## config.mk

```make
export PLATFORM = sky130hd
export DESIGN_NAME = wb_tensor_regs
export DESIGN_NICKNAME = d
export VERILOG_FILES = /design/src/source/tensor_data_pkg.sv /design/src/source/accel_cfg_pkg.sv /design/src/source/wb_tensor_regs.sv
export SDC_FILE = /design/constraint.sdc
export NUM_CORES = 1
export LEC_CHECK = 0
export ABC_AREA = 1
export BUFFER_PORTS_ARGS = -buffer_cell sky130_fd_sc_hd__buf_2
export CAP_MARGIN = 25
export CORE_AREA = 4 4 102 104
export DETAILED_ROUTE_END_ITERATION = 12
export DIE_AREA = 0 0 106 108
export PLACE_DENSITY_LB_ADDON = 0.15
export SLEW_MARGIN = 15
export SYNTH_ARGS = -nofsm -noshare
export SYNTH_HDL_FRONTEND = slang
export SYNTH_SLANG_ARGS = --single-unit
```

## constraint.sdc

```tcl
create_clock -name clk -period 2.1 [get_ports clk]
set_clock_uncertainty 0.05 [all_clocks]
set_input_delay 0.42 -clock clk [delete_from_list [all_inputs] [get_ports clk]]
set_output_delay 0.42 -clock clk [all_outputs]
set_load 0.02 [all_outputs]
```

## src/source/tensor_data_pkg.sv

```systemverilog
package tensor_data_pkg;

    typedef logic signed [7:0]  int8_t;      // Requantized element
    typedef logic signed [31:0] acc_t;       // Raw accumulator from the array

    // RAM word geometry
    localparam int BYTES_PER_WORD = 16;
    localparam int LANES_PER_WORD = 4;
    localparam int BANK_SEL_BITS  = 4;       // Low byte address bits pick the bank
    localparam int BYTE_ADDR_BITS = 16;

    // One beat of the result stream
    typedef struct packed {
        acc_t acc;
        logic last;                          // End marker from the array
    } result_beat_t;

    // Single byte store into the tensor RAM
    typedef struct packed {
        logic [BYTE_ADDR_BITS-1:0] addr;     // Byte address, row major and channel last
        int8_t                     data;
    } byte_write_t;

    // The coordinator fills a word byte by byte, the host reads it back in 32-bit lanes
    // Byte i sits at bits 8i and up, lane i at bits 32i and up
    typedef union packed {
        int8_t [BYTES_PER_WORD-1:0]              bytes;
        logic  [LANES_PER_WORD-1:0][31:0]        lanes;
    } tensor_word_u;

endpackage

```

## src/source/accel_cfg_pkg.sv

```systemverilog
package accel_cfg_pkg;

    // Wishbone bus geometry
    localparam int WB_ADR_BITS = 10;
    localparam int WB_DAT_BITS = 32;
    localparam int WIN_SEL_BIT = 9;          // Upper half of the address space is the RAM window

    // Register word offsets on wb_adr[8:0]
    localparam logic [8:0] REG_CTRL   = 9'd0; // Write only, reads as zero
    localparam logic [8:0] REG_DIMS   = 9'd1;
    localparam logic [8:0] REG_SHIFT  = 9'd2;
    localparam logic [8:0] REG_STATUS = 9'd3; // Read only

    localparam int CTRL_START_BIT = 0;       // Writing 1 here launches a job

    // Job dimensions, laid out exactly as the DIMS register
    typedef struct packed {
        logic [7:0] channels;                // Bits 23:16
        logic [7:0] cols;                    // Bits 15:8
        logic [7:0] rows;                    // Bits 7:0
    } dims_t;

    typedef struct packed {
        dims_t      dims;
        logic [4:0] shift;                   // Arithmetic right shift before saturation
    } job_cfg_t;

    // STATUS word is this struct zero extended to 32 bits
    // busy at bit 18, done at 17, err at 16, written in 15:0
    typedef struct packed {
        logic        busy;
        logic        done;
        logic        err;                    // Job rejected at start
        logic [15:0] written;                // Elements stored by the current or last job
    } job_status_t;

endpackage
```

## src/source/wb_tensor_regs.sv

```systemverilog
`timescale 1ns/100ps

// Wishbone classic slave
// Control and status registers in the low half of the address space,
// RAM read window in the high half
module wb_tensor_regs #(
    parameter int DEPTH_WORDS = 128                          // RAM depth in 128-bit words
) (
    input  logic                                      clk
    ,input  logic                                     rst_n
    ,input  logic                                     wb_cyc
    ,input  logic                                     wb_stb
    ,input  logic                                     wb_we
    ,input  logic [accel_cfg_pkg::WB_ADR_BITS-1:0]    wb_adr  // Word address
    ,input  logic [accel_cfg_pkg::WB_DAT_BITS-1:0]    wb_dat_w
    ,output logic                                     wb_ack
    ,output logic [accel_cfg_pkg::WB_DAT_BITS-1:0]    wb_dat_r
    ,output accel_cfg_pkg::job_cfg_t                  cfg
    ,output logic                                     start
    ,input  accel_cfg_pkg::job_status_t               status
    ,output logic [$clog2(DEPTH_WORDS)-1:0]           rd_addr
    ,output logic                                     rd_en
    ,input  tensor_data_pkg::tensor_word_u            rd_word
);

    import accel_cfg_pkg::*;

    localparam int WORD_BITS = $clog2(DEPTH_WORDS);

    logic       req;                                         // New transfer waiting for service
    logic       win_sel;
    logic       win_rd;                                      // Request is a window read
    logic [8:0] reg_off;
    logic [1:0] lane_sel;
    logic [1:0] win_cnt;                                     // Window read in flight when nonzero

    // Address decode
    assign win_sel  = wb_adr[WIN_SEL_BIT];
    assign reg_off  = wb_adr[8:0];
    assign lane_sel = wb_adr[1:0];
    assign rd_addr  = wb_adr[2 +: WORD_BITS];                // Master holds adr until ack

    // No new request while acking or while a window read is still running
    assign req    = wb_cyc && wb_stb && !wb_ack && (win_cnt == 2'd0);
    assign win_rd = req && win_sel && !wb_we;

    // Window read sequence
    // cnt 3 issues rd_en, cnt 2 sets ack for the cycle the RAM word is valid
    assign rd_en = (win_cnt == 2'd3);

    always_ff @(posedge clk) begin
        if (!rst_n) begin
            wb_ack  <= 1'b0;
            win_cnt <= 2'd0;
        end else begin
            wb_ack <= (req && !win_rd) || (win_cnt == 2'd2);  // Registers and writes ack next cycle
            if (win_rd) begin
                win_cnt <= 2'd3;
            end else if (win_cnt != 2'd0) begin
                win_cnt <= win_cnt - 2'd1;
            end
        end
    end

    // Register writes
    // Window and unmapped writes fall through and are dropped
    always_ff @(posedge clk) begin
        if (!rst_n) begin
            cfg   <= '0;
            start <= 1'b0;
        end else begin
            start <= req && wb_we && !win_sel && (reg_off == REG_CTRL) &&
                     wb_dat_w[CTRL_START_BIT];               // One cycle pulse
            if (req && wb_we && !win_sel) begin
                case (reg_off)
                    REG_DIMS:  cfg.dims  <= wb_dat_w[23:0];
                    REG_SHIFT: cfg.shift <= wb_dat_w[4:0];
                    default: ;
                endcase
            end
        end
    end

    // Read data
    // Sampled by the master only while ack is high
    always_comb begin
        wb_dat_r = '0;                                       // Unmapped and CTRL read as zero
        if (win_sel) begin
            wb_dat_r = rd_word.lanes[lane_sel];
        end else begin
            case (reg_off)
                REG_DIMS:   wb_dat_r = 32'(cfg.dims);
                REG_SHIFT:  wb_dat_r = 32'(cfg.shift);
                REG_STATUS: wb_dat_r = 32'(status);
                default: ;
            endcase
        end
    end

    // The master keeps cyc and stb up until it sees ack
    a_ack_in_cycle: assert property (
        @(posedge clk) disable iff (!rst_n) wb_ack |-> (wb_cyc && wb_stb)
    );

endmodule

```

# Word-level counts from Yosys, hierarchy flattened
# Cells that the tools add are included.
# totals
ram_bits	0
output_inout_bits	71
reg_bits	33
romBits	0
n_memories	0
inputBits	194
latchBits	0
elab_cells	41
# classes
addsub	1
eq_ne	5
n_mul	0
div_mod_pow	0
n_mux	6
bitwise_logic	0
n_reduce_logical	21
order_cmp	1
shift	0
# ops
cell	n
case mux 24 bit (3 select lines)	1
binary-select mux 32 bit (select 2 bit)	1
two-way mux 32 bit	2
equality test 9 x 2 -> 1 bit (second input constant)	2
logical AND 1 bit	10
equality test 9 x 1 -> 1 bit (second input constant)	1
logical NOT 9 bit	1
equality test 2 bit (second input constant)	2
logical NOT 1 bit	4
two-way mux 2 bit	2
AND reduction 2 bit	2
nonzero test 2 bit	2
< comparator 2 x 3 -> 1 bit (second input constant)	1
logical NOT 2 bit	1
subtractor 2 x 1 -> 2 bit (second input constant)	1
logical OR 1 bit	1

# Depth between registers and ports, before layout
# logic_depth
depth_word	8
ltp_mapped	10
depth_no_buf	9

# Worst setup path after synthesis
# OpenSTA, ideal clock, no wires.
# synth_path
kind	input-to-output
from	input wb_adr[0] (netlist bit)
to	output wb_dat_r[24] (netlist bit)
required_ns	1.630
arrival_ns	1.384
n_path_buf	1
setup_slack_ns	0.246
cell_stages	4
cell_sequence	nor2_1 -> buf_2 -> a22oi_1 -> a21oi_1
# synth_between
elab_chain_len	3
# synth_rtl
element	line	source
start: declaration	wb_tensor_regs.sv:14	,input logic [accel_cfg_pkg::WB_ADR_BITS-1:0] wb_adr
binary-select mux 32 bit (select 2 bit)	wb_tensor_regs.sv:89	wb_dat_r = rd_word.lanes[lane_sel];
two-way mux 32 bit (not written as such)	wb_tensor_regs.sv:89	
two-way mux 32 bit	wb_tensor_regs.sv:88	if (win_sel) begin
end: declaration	wb_tensor_regs.sv:17	,output logic [accel_cfg_pkg::WB_DAT_BITS-1:0] wb_dat_r
# Every way passes these cells. The select of a mux whose other input is x is not followed.

# Final worst setup path
# layout_path
from	input wb_adr[7] (netlist bit)
to	output wb_dat_r[21] (netlist bit)
# layout_between
elab_chain_len	3
word_cells_on_any_way	5
classes_between	3 x eq/ne; 2 x mux
# layout_rtl
element	line	source
equality test 9 x 2 -> 1 bit or equality test 9 x 1 -> 1 bit (tied branches)	wb_tensor_regs.sv:91	case (reg_off)
case mux 24 bit (3 select lines) (*)	wb_tensor_regs.sv:91	
two-way mux 32 bit (*)	wb_tensor_regs.sv:88	
# Every way passes the cells marked *; elsewhere a longest branch is shown, timed or not.

==> key figures <==
STA
  • Final number of setup-violating endpoints: 0
  • Final Cycle Share: 0.977
  • Crit path time final: between 2 and 2.5 ns
  • RSZ-0062 raised after global routing: true
  • Final hold violation count: 0
  • Worst-Margin Slew: 0.577 ns
  • Hold slack final: 0.354 ns
  • F_max: 487 MHz
  • Fin. max-slew vios: 0
  • Setup WS post-layout: 0.0477 ns
  • Normalized max-slew margin: 0.616

Final layout
  • Sequential Area: 661 um2
  • Commonest non-fill, non-tap cells in the layout: buf_2 (238), nand2_1 (218), nand3_1 (70)
  • ANT cells: 0
  • Final nets: 992
  • Area of the multi-input gates: 2010 um2
  • Leading cell type in the layout, fill and taps excluded: buf_2
  • Share of layout cells above drive strength 1: 0.399
  • Final core utilization: 0.502
  • Fillers: 1,023
  • Area grow syn2layout: 58.7%
  • Post-route cell area: ~4800 um2

Hold path
  • HP Class: primary input to register

Synth
  • Sequential area share after synthesis: 0.219
  • Yosys warnings: 0
  • Cell variety after synth: 23
  • Post-Synthesis Cell Area: between 3000 and 4000 um2
  • Flops & latches, synth: 33
  • Mean post-synth cell area: 5.52 um2
  • Synthesized instance count: approximately 550
  • Net count of the mapped netlist: 745

Detailed routing
  • Routed len/inst: around 14 um
  • Number of DRC markers in iteration 0: 348
  • Vias per std cell: roughly 4.7
  • Total number of vias: between 4,000 and 5,000
  • Initial DRT Pass Iterations: 4
  • Final WL: 13,200 um
  • Post-route ant nets: 0
  • DRC: 0

Floorplanning
  • Initial Util: 0.317
  • Die width: between 100 and 150 um
  • Full die area: 11,400 um2
  • Rows: 36
  • # IOs: 265
  • Die Y: approximately 110 um
  • Placeable Area: 9550 um2

GRT
  • First-pass GRT wire length: 19,600 um
  • Tot GR Track Use: 0.210
  • Vias in the first global route: 3,857
  • Grt total ovfl: 0
  • Initial antenna violation count: 0
  • Largest net degree at the start of global routing: 37

Setup path
  • WP data arrival: 1.58 ns
  • CP max stage cell: nor2_4
  • Startpoint Class: primary input
  • Crit. End Element: output port
  • Critical path cell sequence: buf_6 -> nor2_4 -> nand4_1 -> nor2_4 -> buf_4 -> clkbuf_16 -> nand3_1 -> nand2_1 -> buf_4
  • Crit path kind: primary input to output port
  • Top delay family on crit path: simple AND/OR/NAND/NOR gates
  • Largest fanout on the critical path: 11
  • Required @ worst endpoint: 1.63 ns
  • Crit path buf inv count: 4
  • Crit-path max cell delay: 0.21 ns

Clocking
  • Register clock-pin slew on the reported worst setup and hold paths: 0.07 ns
  • Clock sinks: 33
  • Worst skew pair latency: 0.28 ns
  • TritonCTS buffer count: 5
  • H-Tree Depth: 2
  • Hold_buf cts: 0
  • Clock buffer depth: 2
  • Root Buffer: clkbuf_8
  • CTS tree: done

Placed design
  • Area after DPL: between 4000 and 5000 um2
  • RePlAce Congestion: 0.863
  • Final HPWL DP: 10,600 um
  • Port Buf Inserts: 256
  • Dpl ws: -0.0867 ns

Flow run
  • Max Cap Viol: 0

Outcome
  • Outcome: completed

Power
  • Tot Pwr: 2020 uW
  • Static leakage: 0.00266 uW
  • Pwr dens: 421 nW/um2
  • Peak VDD IR: 0.000514 V
-- power by group --
group | internal, uW | leakage (uW) | total [uW] | switching, uW
sequential | 648 | 0.000266 | 665 | 17.8
combinational | 333 | 0.00233 | 747 | 414
clock | 387 | 0.0000585 | 609 | 222
total | 1370 | 0.00266 | 2020 | 654
-- cells in the mapped netlist, drive strengths merged --
| cell type | number | area (um2) |
|---|---|---|
| nand2 | 230 | 866 |
| nand3 | 71 | 360 |
| nor2 | 45 | 199 |
| a21oi | 39 | 195 |
| inv | 38 | 145 |
| dfxtp | 33 | 661 |
| buf | 32 | 210 |
| nand4 | 26 | 163 |
| a22oi | 16 | 120 |
| clkbuf | 12 | 45.0 |
| ha | 3 | 37.5 |
| o21a | 1 | 7.51 |
| o21ai | 1 | 5.00 |
| xor2 | 1 | 8.76 |
-- worst reg2reg max path: stages (launching register included) --
cell and delay, ns:
dfxtp_1 0.33, inv_1 0.08, ha_1 0.20, inv_2 0.06, nor2_2 0.11, nand3_2 0.10, nor2_4 0.13, buf_4 0.27
nand3_1 0.11, nand2_1 0.06, nor2_1 0.05
-- per-layer routing --
| layer | GRT usage | vias up | share of wire |
|---|---|---|---|
| met5 | 0 | - | 0 |
| li1 | - | 2264 | - |
| met2 | 0.353 | 170 | 0.48 |
| met1 | 0.278 | 1933 | 0.43 |
| met3 | 0.0418 | 15 | 0.076 |
| met4 | 0.0463 | 0 | 0.016 |
-- stage by stage --
step                setup TNS (ns)  instances
floorplan                        0        548
global placement            -0.425        915
detailed placement          -0.528        915
CTS                       -0.00469        924
global route                -0.119        929
finish                           0        929
-- kinds of logic (layout without fill, tap and decap cells) --
| family | after synthesis | count (layout) | share of synthesized area |
|---|---|---|---|
| and+or+nand+nor | 372 | 372 | 0.525 |
| buffers and inverters | 82 | 330 | 0.132 |
| AOI/OAI and AO/OA | 57 | 57 | 0.108 |
| DFF | 33 | 33 | 0.219 |
| adders and majority gates | 3 | 3 | 0.0124 |
| xor gates and xnor gates | 1 | 1 | 0.00290 |
-- sequential cells by signal, indices dropped and copies added, names as in the netlist --
signal and cells:
start 1, cfg 29, win_cnt 2, wb_ack 1
-- layout make-up --
cell class,count,area share
inverters,38,0.0302
multi-input cells,433,0.420
well taps,133,0.0347
flip-flops and latches,33,0.138
repair buffers,284,0.353
clock buffers,7,0.0180
clock inverters,1,0.00626
-- final timing paths --
check	slack (ns)	startpoint	end	cells past startpoint
worst max-delay path	0.05	wb_adr[7]	wb_dat_r[21]	9
worst min-delay path	0.35	wb_dat_w[0]	start$_SDFF_PN0_	3
worst max register to register	0.45	win_cnt[0]$_SDFFE_PN0P_	cfg[18]$_SDFFE_PN0P_	10
worst min register to register	0.46	cfg[2]$_SDFFE_PN0P_	cfg[2]$_SDFFE_PN0P_	2
-- repair_timing --
action / 4_1_cts / 5_1_grt
gates resized for setup: 10 / 33
gates cloned: 0 / 1
buffers inserted: 1 / 4
pin swaps: 2 / 8
endpoints found under the setup margin: 11 / 19
No activity file was read; power rests on OpenSTA's default activity.
