--- config.mk ---
export PLATFORM = sky130hd
export DESIGN_NAME = output_coordinator
export DESIGN_NICKNAME = d
export VERILOG_FILES = /design/src/source/tensor_data_pkg.sv /design/src/source/accel_cfg_pkg.sv /design/src/source/output_coordinator.sv
export SDC_FILE = /design/constraint.sdc
export NUM_CORES = 1
export LEC_CHECK = 0
export ABC_AREA = 1
export BUFFER_PORTS_ARGS = -buffer_cell sky130_fd_sc_hd__buf_2
export CAP_MARGIN = 40
export CORE_AREA = 2 2 154 231
export DETAILED_ROUTE_END_ITERATION = 8
export DIE_AREA = 0 0 156 233
export SETUP_SLACK_MARGIN = 0.05
export SYNTH_ARGS = -nofsm -noshare
export SYNTH_HDL_FRONTEND = slang
export SYNTH_SLANG_ARGS = --single-unit
--- constraint.sdc ---
create_clock -name clk -period 11.9 [get_ports clk]
set_input_delay 2.38 -clock clk [delete_from_list [all_inputs] [get_ports clk]]
set_output_delay 2.38 -clock clk [all_outputs]
set_load 0.02 [all_outputs]
--- src/source/tensor_data_pkg.sv ---
package tensor_data_pkg;

    typedef logic signed [7:0]  int8_t;      // Requantized element
    typedef logic signed [31:0] acc_t;       // Raw accumulator from the array

    // RAM word geometry
    localparam int BYTES_PER_WORD = 16;
    localparam int LANES_PER_WORD = 4;
    localparam int BANK_SEL_BITS  = 4;       // Low byte address bits pick the bank
    localparam int BYTE_ADDR_BITS = 16;

    // One beat of the result stream
    typedef struct packed {
        acc_t acc;
        logic last;                          // End marker from the array
    } result_beat_t;

    // Single byte store into the tensor RAM
    typedef struct packed {
        logic [BYTE_ADDR_BITS-1:0] addr;     // Byte address, row major and channel last
        int8_t                     data;
    } byte_write_t;

    // The coordinator fills a word byte by byte, the host reads it back in 32-bit lanes
    // Byte i sits at bits 8i and up, lane i at bits 32i and up
    typedef union packed {
        int8_t [BYTES_PER_WORD-1:0]              bytes;
        logic  [LANES_PER_WORD-1:0][31:0]        lanes;
    } tensor_word_u;

endpackage

--- src/source/accel_cfg_pkg.sv ---
package accel_cfg_pkg;

    // Wishbone bus geometry
    localparam int WB_ADR_BITS = 10;
    localparam int WB_DAT_BITS = 32;
    localparam int WIN_SEL_BIT = 9;          // Upper half of the address space is the RAM window

    // Register word offsets on wb_adr[8:0]
    localparam logic [8:0] REG_CTRL   = 9'd0; // Write only, reads as zero
    localparam logic [8:0] REG_DIMS   = 9'd1;
    localparam logic [8:0] REG_SHIFT  = 9'd2;
    localparam logic [8:0] REG_STATUS = 9'd3; // Read only

    localparam int CTRL_START_BIT = 0;       // Writing 1 here launches a job

    // Job dimensions, laid out exactly as the DIMS register
    typedef struct packed {
        logic [7:0] channels;                // Bits 23:16
        logic [7:0] cols;                    // Bits 15:8
        logic [7:0] rows;                    // Bits 7:0
    } dims_t;

    typedef struct packed {
        dims_t      dims;
        logic [4:0] shift;                   // Arithmetic right shift before saturation
    } job_cfg_t;

    // STATUS word is this struct zero extended to 32 bits
    // busy at bit 18, done at 17, err at 16, written in 15:0
    typedef struct packed {
        logic        busy;
        logic        done;
        logic        err;                    // Job rejected at start
        logic [15:0] written;                // Elements stored by the current or last job
    } job_status_t;

endpackage
--- src/source/output_coordinator.sv ---
`timescale 1ns/100ps

// Output job sequencer
// Takes accumulators off the result stream, requantizes them to int8 and
// turns each one into a byte write at its row/column/channel position
module output_coordinator #(
    parameter int DEPTH_WORDS = 128                          // RAM depth in 128-bit words
) (
    input  logic                                 clk
    ,input  logic                                rst_n
    ,input  accel_cfg_pkg::job_cfg_t             cfg         // Live register values
    ,input  logic                                start       // One cycle pulse from the host
    ,output accel_cfg_pkg::job_status_t          status
    ,input  tensor_data_pkg::result_beat_t       result_beat
    ,input  logic                                result_valid
    ,output logic                                result_ready
    ,output tensor_data_pkg::byte_write_t        wr
    ,output logic                                wr_en
);

    import accel_cfg_pkg::*;
    import tensor_data_pkg::*;

    localparam int CAP_BYTES = DEPTH_WORDS * BYTES_PER_WORD;

    job_cfg_t                  job_q;                        // Configuration frozen at start
    logic [7:0]                row_q;
    logic [7:0]                col_q;
    logic [7:0]                ch_q;
    logic [BYTE_ADDR_BITS-1:0] addr_q;                       // Running byte address
    logic                      final_q;                      // Last element taken, write pending
    logic [23:0]               job_elems;
    logic                      cap_bad;
    logic                      launch;
    logic                      beat_fire;
    logic                      last_elem;
    acc_t                      shifted;
    int8_t                     q_val;

    // Capacity check on the programmed shape
    assign job_elems = 24'(cfg.dims.rows) * 24'(cfg.dims.cols) * 24'(cfg.dims.channels);
    assign cap_bad   = (job_elems == 24'd0) || (32'(job_elems) > CAP_BYTES);
    assign launch    = start && !status.busy;                // Start is ignored mid job

    assign result_ready = status.busy && !final_q;           // Close the stream once the last beat is in
    assign beat_fire    = result_valid && result_ready;

    assign last_elem = (ch_q  == job_q.dims.channels - 8'd1) &&
                       (col_q == job_q.dims.cols - 8'd1) &&
                       (row_q == job_q.dims.rows - 8'd1);

    // Requantize
    // Arithmetic shift, then clamp to the int8 range
    always_comb begin
        shifted = result_beat.acc >>> job_q.shift;
        if (shifted > 32'sd127) begin
            q_val = 8'sd127;
        end else if (shifted < -32'sd128) begin
            q_val = -8'sd128;
        end else begin
            q_val = shifted[7:0];
        end
    end

    // Job control and status
    always_ff @(posedge clk) begin
        if (!rst_n) begin
            status  <= '0;
            wr_en   <= 1'b0;
            final_q <= 1'b0;
        end else begin
            wr_en <= beat_fire;                              // Write one cycle after acceptance
            if (wr_en) begin
                status.written <= status.written + 16'd1;
            end
            if (launch) begin
                status.written <= '0;
                if (cap_bad) begin
                    status.err  <= 1'b1;                     // Rejected, busy stays low
                    status.done <= 1'b1;
                end else begin
                    status.busy <= 1'b1;
                    status.done <= 1'b0;
                    status.err  <= 1'b0;
                end
            end
            if (beat_fire && last_elem) begin
                final_q <= 1'b1;
            end
            // Final byte is being written this cycle
            if (final_q && wr_en) begin
                status.busy <= 1'b0;
                status.done <= 1'b1;
                final_q     <= 1'b0;
            end
        end
    end

    // Counters and write register
    // Channel-last row-major order makes the byte address simply the element
    // index, so the address steps by one per beat and no multiply is needed
    always_ff @(posedge clk) begin
        if (launch) begin
            job_q  <= cfg;
            row_q  <= '0;
            col_q  <= '0;
            ch_q   <= '0;
            addr_q <= '0;
        end else if (beat_fire) begin
            addr_q <= addr_q + 1'b1;
            if (ch_q == job_q.dims.channels - 8'd1) begin
                ch_q <= '0;
                if (col_q == job_q.dims.cols - 8'd1) begin
                    col_q <= '0;
                    row_q <= row_q + 8'd1;                   // Next row
                end else begin
                    col_q <= col_q + 8'd1;
                end
            end else begin
                ch_q <= ch_q + 8'd1;
            end
        end
        if (beat_fire) begin
            wr.addr <= addr_q;
            wr.data <= q_val;
        end
    end

    // Outside a job the stream is closed and no write is left in flight
    a_ready_only_busy: assert property (
        @(posedge clk) disable iff (!rst_n)
            !status.busy |-> (!result_ready && !wr_en && !final_q)
    );

    // Shape was checked at start, so no write may run past the RAM
    a_wr_in_capacity: assert property (
        @(posedge clk) disable iff (!rst_n) wr_en |-> (32'(wr.addr) < CAP_BYTES)
    );

endmodule

---- Word-level counts from Yosys, hierarchy flattened ----
Index checks and enable logic that the tools add are counted.
storage, ports and cells
  bits in registers ....................... 114
  input port bits ......................... 66
  output and inout bits ................... 45
  word-level logic and storage cells ...... 59
cells by class
  $add $sub $neg .......................... 8
  multiply operators ...................... 2
  $lt $le $gt $ge ......................... 3
  equality and inequality tests ........... 3
  shift operators ......................... 1
  mux-type cells .......................... 7
  bitwise operators ....................... 2
  reductions and logical operators ........ 17
operators by type and width
  operator               number
  $add 16x1->16 const B  2
  $gt 32x8->1 const B    1
  $lt 32x8->1 const B    1
  $sshr 32x5->32         1
  $add 8x1->8 const B    3
  $eq 8x8->1             3
  $gt 24x12->1 const B   1
  $logic_not 24->1       1
  $mul 16x8->24          1
  $mux 8                 3
  $sub 8x1->8 const B    3
  $mux 18                1
  $mul 8x8->16           1
  $mux 16                1
  $logic_and 1x1->1      7
  $reduce_and 2->1       2
  $reduce_or 2->1        2
  $reduce_and 3->1       1
  $logic_not 1->1        2
  $mux 2                 1
  $not 1->1              2
  $reduce_bool 2->1      1
  $logic_or 1x1->1       1
  $mux 1                 1

---- Depth between registers and ports, before layout ----
  depth in word-level cells ............... 7
  gate-level depth with buffers ........... 46
  mapped depth without buffers ............ 45

---- Worst setup path after synthesis ----
OpenSTA, ideal clock, no wires.
  path type ............................... input port to flip-flop
  start point ............................. input cfg[5] in the netlist's numbering
  end point ............................... register status[16] in the netlist's numbering
  library setup time ...................... 0.116 ns
  arrival ................................. 9.748 ns
  data required time ...................... 11.784 ns
  slack ................................... 2.036 ns
  cell stages on the path ................. 34
  buffers on the path ..................... 1
  cell sequence ........................... clkbuf_1 -> nand2_1 -> fa_1 -> fa_1 -> fa_1 -> fa_1 -> inv_1 -> ha_1 -> a21oi_1 -> o21ai_0 -> a21oi_1 -> o21ai_1 -> nand2_2 -> nand2_1 -> a21oi_2 -> xor2_2 -> nor2_1 -> fa_1 -> inv_1 -> fa_1 -> fa_1 -> fa_1 -> inv_1 -> ha_1 -> nand2_1 -> nor2_1 -> nor2b_1 -> nand4_1 -> nand4_1 -> nand2_1 -> nor3_1 -> nand2_1 -> nand3_1 -> nand2_1
on the way
  cells in the longest elaborated chain, start to end .. 5
  elaborated cells on any way between the ends .. 6
  classes of those cells .................. 2 x mul; 1 x order compare; 1 x mux; 2 x reduce/logical
RTL lines
  what                                                     RTL line                  text
  start: declaration                                       output_coordinator.sv:11  ,input accel_cfg_pkg::job_cfg_t cfg
  $mul 8x8->16 (*)                                         output_coordinator.sv:41  assign job_elems = 24'(cfg.dims.rows) * 24'(cfg.dims.cols) * 24'(cfg.dims.channels);
  $mul 16x8->24 (*)                                        output_coordinator.sv:41
  $gt 24x12->1 / $logic_not 24->1 (equally long branches)  output_coordinator.sv:42  assign cap_bad = (job_elems == 24'd0) || (32'(job_elems) > CAP_BYTES);
  $logic_or 1x1->1 (*)                                     output_coordinator.sv:42
  $mux 2 (*)                                               output_coordinator.sv:78  if (cap_bad) begin
  end: declaration                                         output_coordinator.sv:13  ,output accel_cfg_pkg::job_status_t status
Every way passes the cells marked *; elsewhere a longest branch is shown, timed or not.
A chain may end at the register's enable or synchronous reset.

---- Worst setup path after layout ----
  start point ............................. input cfg[7] in the netlist's numbering
  end point ............................... register status[17] in the netlist's numbering
on the way
  cells in the longest elaborated chain, start to end .. 7
  elaborated cells on any way between the ends .. 8
  classes of those cells .................. 2 x mul; 1 x order compare; 3 x mux; 2 x reduce/logical
RTL lines
  what                                                     RTL line                  text
  $mul 8x8->16 (*)                                         output_coordinator.sv:41
  $mul 16x8->24 (*)                                        output_coordinator.sv:41
  $gt 24x12->1 / $logic_not 24->1 (equally long branches)  output_coordinator.sv:42
  $logic_or 1x1->1 (*)                                     output_coordinator.sv:42
  $mux 2 (*)                                               output_coordinator.sv:78
  $mux 18 (*)                                              output_coordinator.sv:76  if (launch) begin
  $mux 1 (*)                                               output_coordinator.sv:91  if (final_q && wr_en) begin
Every way passes the cells marked *; elsewhere a longest branch is shown, timed or not. The select of a mux whose other input is x is not followed.

==> results.cfg <==
[sta]
tightest_slew_ns = 0.760
final-hold-violation-count = 0
tns_ns = 0
setup_violations = 0
clock_period_minus_worst_slack_ns = 10.58
slew_violations = 0
rsz0062_at_grt = false
layout_setup_ws_ns = 1.32
clock-skew-final_ns = 0.0122
timing.max_slew.rel_slack_pct = 49.3
max_freq_mhz = 94.5
min_period_over_period_pct = 88.9

[logic_synthesis]
synth-async-reset-ratio_pct = 0
yosys_warnings = 0
synth.distinct_cells = 57
syn_area_mm2 = 0.0136
synth_top_cell_area_share_pct = 17.7
cell_types_with_the_largest_area_share_after_synthesis = sky130_fd_sc_hd__fa_1, sky130_fd_sc_hd__nand2_1, sky130_fd_sc_hd__edfxtp_1
post_synth.cell_area_avg_um2 = 7.20
post_synth_edffs = 53
synthesis.instances = 1885
mappedNetlistNets = 2159
flip_flop_and_latch_count_after_synthesis = 114
post_synthesis_sequential_area_ratio_pct = 20.7
yosys.area.top_type = sky130_fd_sc_hd__fa_1
synth_common_cells = sky130_fd_sc_hd__nand2_1, sky130_fd_sc_hd__inv_1, sky130_fd_sc_hd__nand3_1, sky130_fd_sc_hd__nor2_1, sky130_fd_sc_hd__fa_1
synth.most_common_cell = sky130_fd_sc_hd__nand2_1
ys_dominant_reg_cell = sky130_fd_sc_hd__dfxtp_1

[route]
wl_final_um = 33200
detail-route-antenna-nets = 0
drtPass1Iterations = 7
drc_errors = 0
detailedRoute.firstIterationViolations = 452
detail_route.vias_per_cell = 4.99
average_routed_wire_per_standard_cell_um = 13.8
num_vias = 12000

[critical_path]
critical_path.startpoint_type = primary input
cp_slowest_cell = sky130_fd_sc_hd__fa_1
cp.required_ns = 12.21
worst_r2r_endpoint = wr[6]
timing.critical_path.from = cfg[7]
worstPathArrival_ns = 10.89
timing.critical_path.slowest_cell_delay_ns = 0.59
cp-endpoint = status[17]
reg2reg_setup_slack_ns = 9.01
critPathCaptureType = register
reg2regPathDepth = 10
start_to_end_type_of_the_worst_setup_path = in2reg
most_frequent_cell_on_the_critical_path = sky130_fd_sc_hd__fa_1
crit-reg2reg-launch = job_q[3]
worst-path-max-fanout = 9

[global_routing]
grt_pass1_vias = 12300
antenna_found_initial = 4
grt_use_met3_pct = 2.29
grt_use_met1_pct = 19.2
global_route.usage.total_pct = 19.3
gr-max-usage-layer = met2
maximum_number_of_pins_on_one_net_before_global_route_repair = 47
grt_use_met2_pct = 38.8
first_pass_grt_wire_length_um = 56600
overflow = 0

[cells_and_area]
num-fill-cells = 3610
finalNetCount = 2233
share_of_post_route_cells_with_drive_strength_above_1_pct = 11.7
synthToLayoutAreaGrowth_pct = 10.1
layout.cells.non_filler = 2400

[placed_design]
dp_hpwl_um = 27400
placed_cells = 2365
place.gp.congestion = 0.884
portBuffers = 109
dp_slack_ns = 0.913

[cts]
post-cts-setup-buffers = 0
htreeDepth = 4
cts_tree = yes
ctsRootBufferMaster = sky130_fd_sc_hd__clkbuf_16
cts_inserted_buffers = 17
postCtsResizedCells = 0
ctsLongestPathBuffers = 2
clkTransAtPathRegs_ns = 0.06
post_cts_hold_fix_bufs = 0
clkSinkCount = 114
clock_latency_ns = 0.41

[floorplan]
floorplan.core_area_mm2 = 0.0342
starting_density_of_the_core_pct = 39.7
fp.dieW_um = 156
die_height_um = 233
ioPinCount = 111
design.die.area_mm2 = 0.0363
fp-row-count = 83

[run_status]
outcome = complete, no violations

[run]
drv_cap = 0

[hold_path]
worst_hold_path_type = reg2reg
[layer usage]
metal | vias to the layer above | share of wire (%)
met5 | - | 0.021
met2 | 215 | 56
met4 | 2 | 3.9
met1 | 5661 | 37
met3 | 72 | 3.0
li1 | 6032 | -
[registers in the layout, indices dropped and copies added, names as in the netlist]
| register | count |
|---|---|
| row_q | 8 |
| status | 19 |
| col_q | 8 |
| final_q | 1 |
| wr_en | 1 |
| job_q | 29 |
| wr | 24 |
| ch_q | 8 |
| addr_q | 16 |
[layout by cell type, fill, tap and decap left out, types with 37 or more instances in the layout]
cell type,synthesis,final
sky130_fd_sc_hd__dfxtp_1,61,61
sky130_fd_sc_hd__fa_1,120,120
sky130_fd_sc_hd__nor2_1,151,151
sky130_fd_sc_hd__a21oi_1,73,73
sky130_fd_sc_hd__buf_2,11,109
sky130_fd_sc_hd__edfxtp_1,53,53
sky130_fd_sc_hd__o21ai_0,37,37
sky130_fd_sc_hd__inv_1,340,340
sky130_fd_sc_hd__nand2_1,499,499
sky130_fd_sc_hd__ha_1,88,88
sky130_fd_sc_hd__nand3_1,170,170
[final cells by class]
type,count,area [um2],area share (%)
diodes,3,7.51,0.0502
clock buffers,19,443,2.96
clock inverters,13,100,0.669
inverters,351,1330,8.86
multi-input cells,1358,9100,60.8
flip-flops and latches,114,2810,18.8
well taps,425,532,3.56
repair buffers,117,641,4.28
[stage by stage]
| step | util (%) | hold WS [ns] | cell area [um2] |
|---|---|---|---|
| 2_1_floorplan | - | 0.408 | 13600 |
| 3_5_place_dp | 42.2 | 0.429 | 14400 |
| 4_1_cts | 43.8 | 0.443 | 14900 |
| 5_1_grt | 43.8 | 0.455 | 15000 |
| 3_3_place_gp | 42.0 | 0.415 | 14300 |
| 6_report | 43.8 | 0.435 | 15000 |
[worst max-delay path, delay by kind of cell]
family,cells,cell delay [ns]
XOR/XNOR,1,0.45
AO/OA/AOI/OAI,5,0.77
buffers and inverters,4,0.38
adder cells (fa/ha/maj),10,4.90
AND/OR/NAND/NOR,14,1.99
[how the worst min path moves through the flow]
stage | start | cells past startpoint | to | slack, ns
floorplan | addr_q[14] | 0 | wr[22] | 0.41
global placement | addr_q[14] | 0 | wr[22] | 0.41
detailed placement | addr_q[14] | 0 | wr[22] | 0.43
CTS | addr_q[14] | 0 | wr[22] | 0.44
global route | addr_q[14] | 0 | wr[22] | 0.46
finish | addr_q[14] | 0 | wr[22] | 0.44
[logic make-up after synthesis]
group           synth area share (%)
buf+inv                         12.3
xor+xnor                        3.90
mux                           0.0737
fa+ha+maj                       25.8
flops                           20.7
compound gates                  6.27
simple gates                    30.9
Power is not shown: default switching activity piles up to over one toggle a cycle in this logic, so the estimate is an artifact.
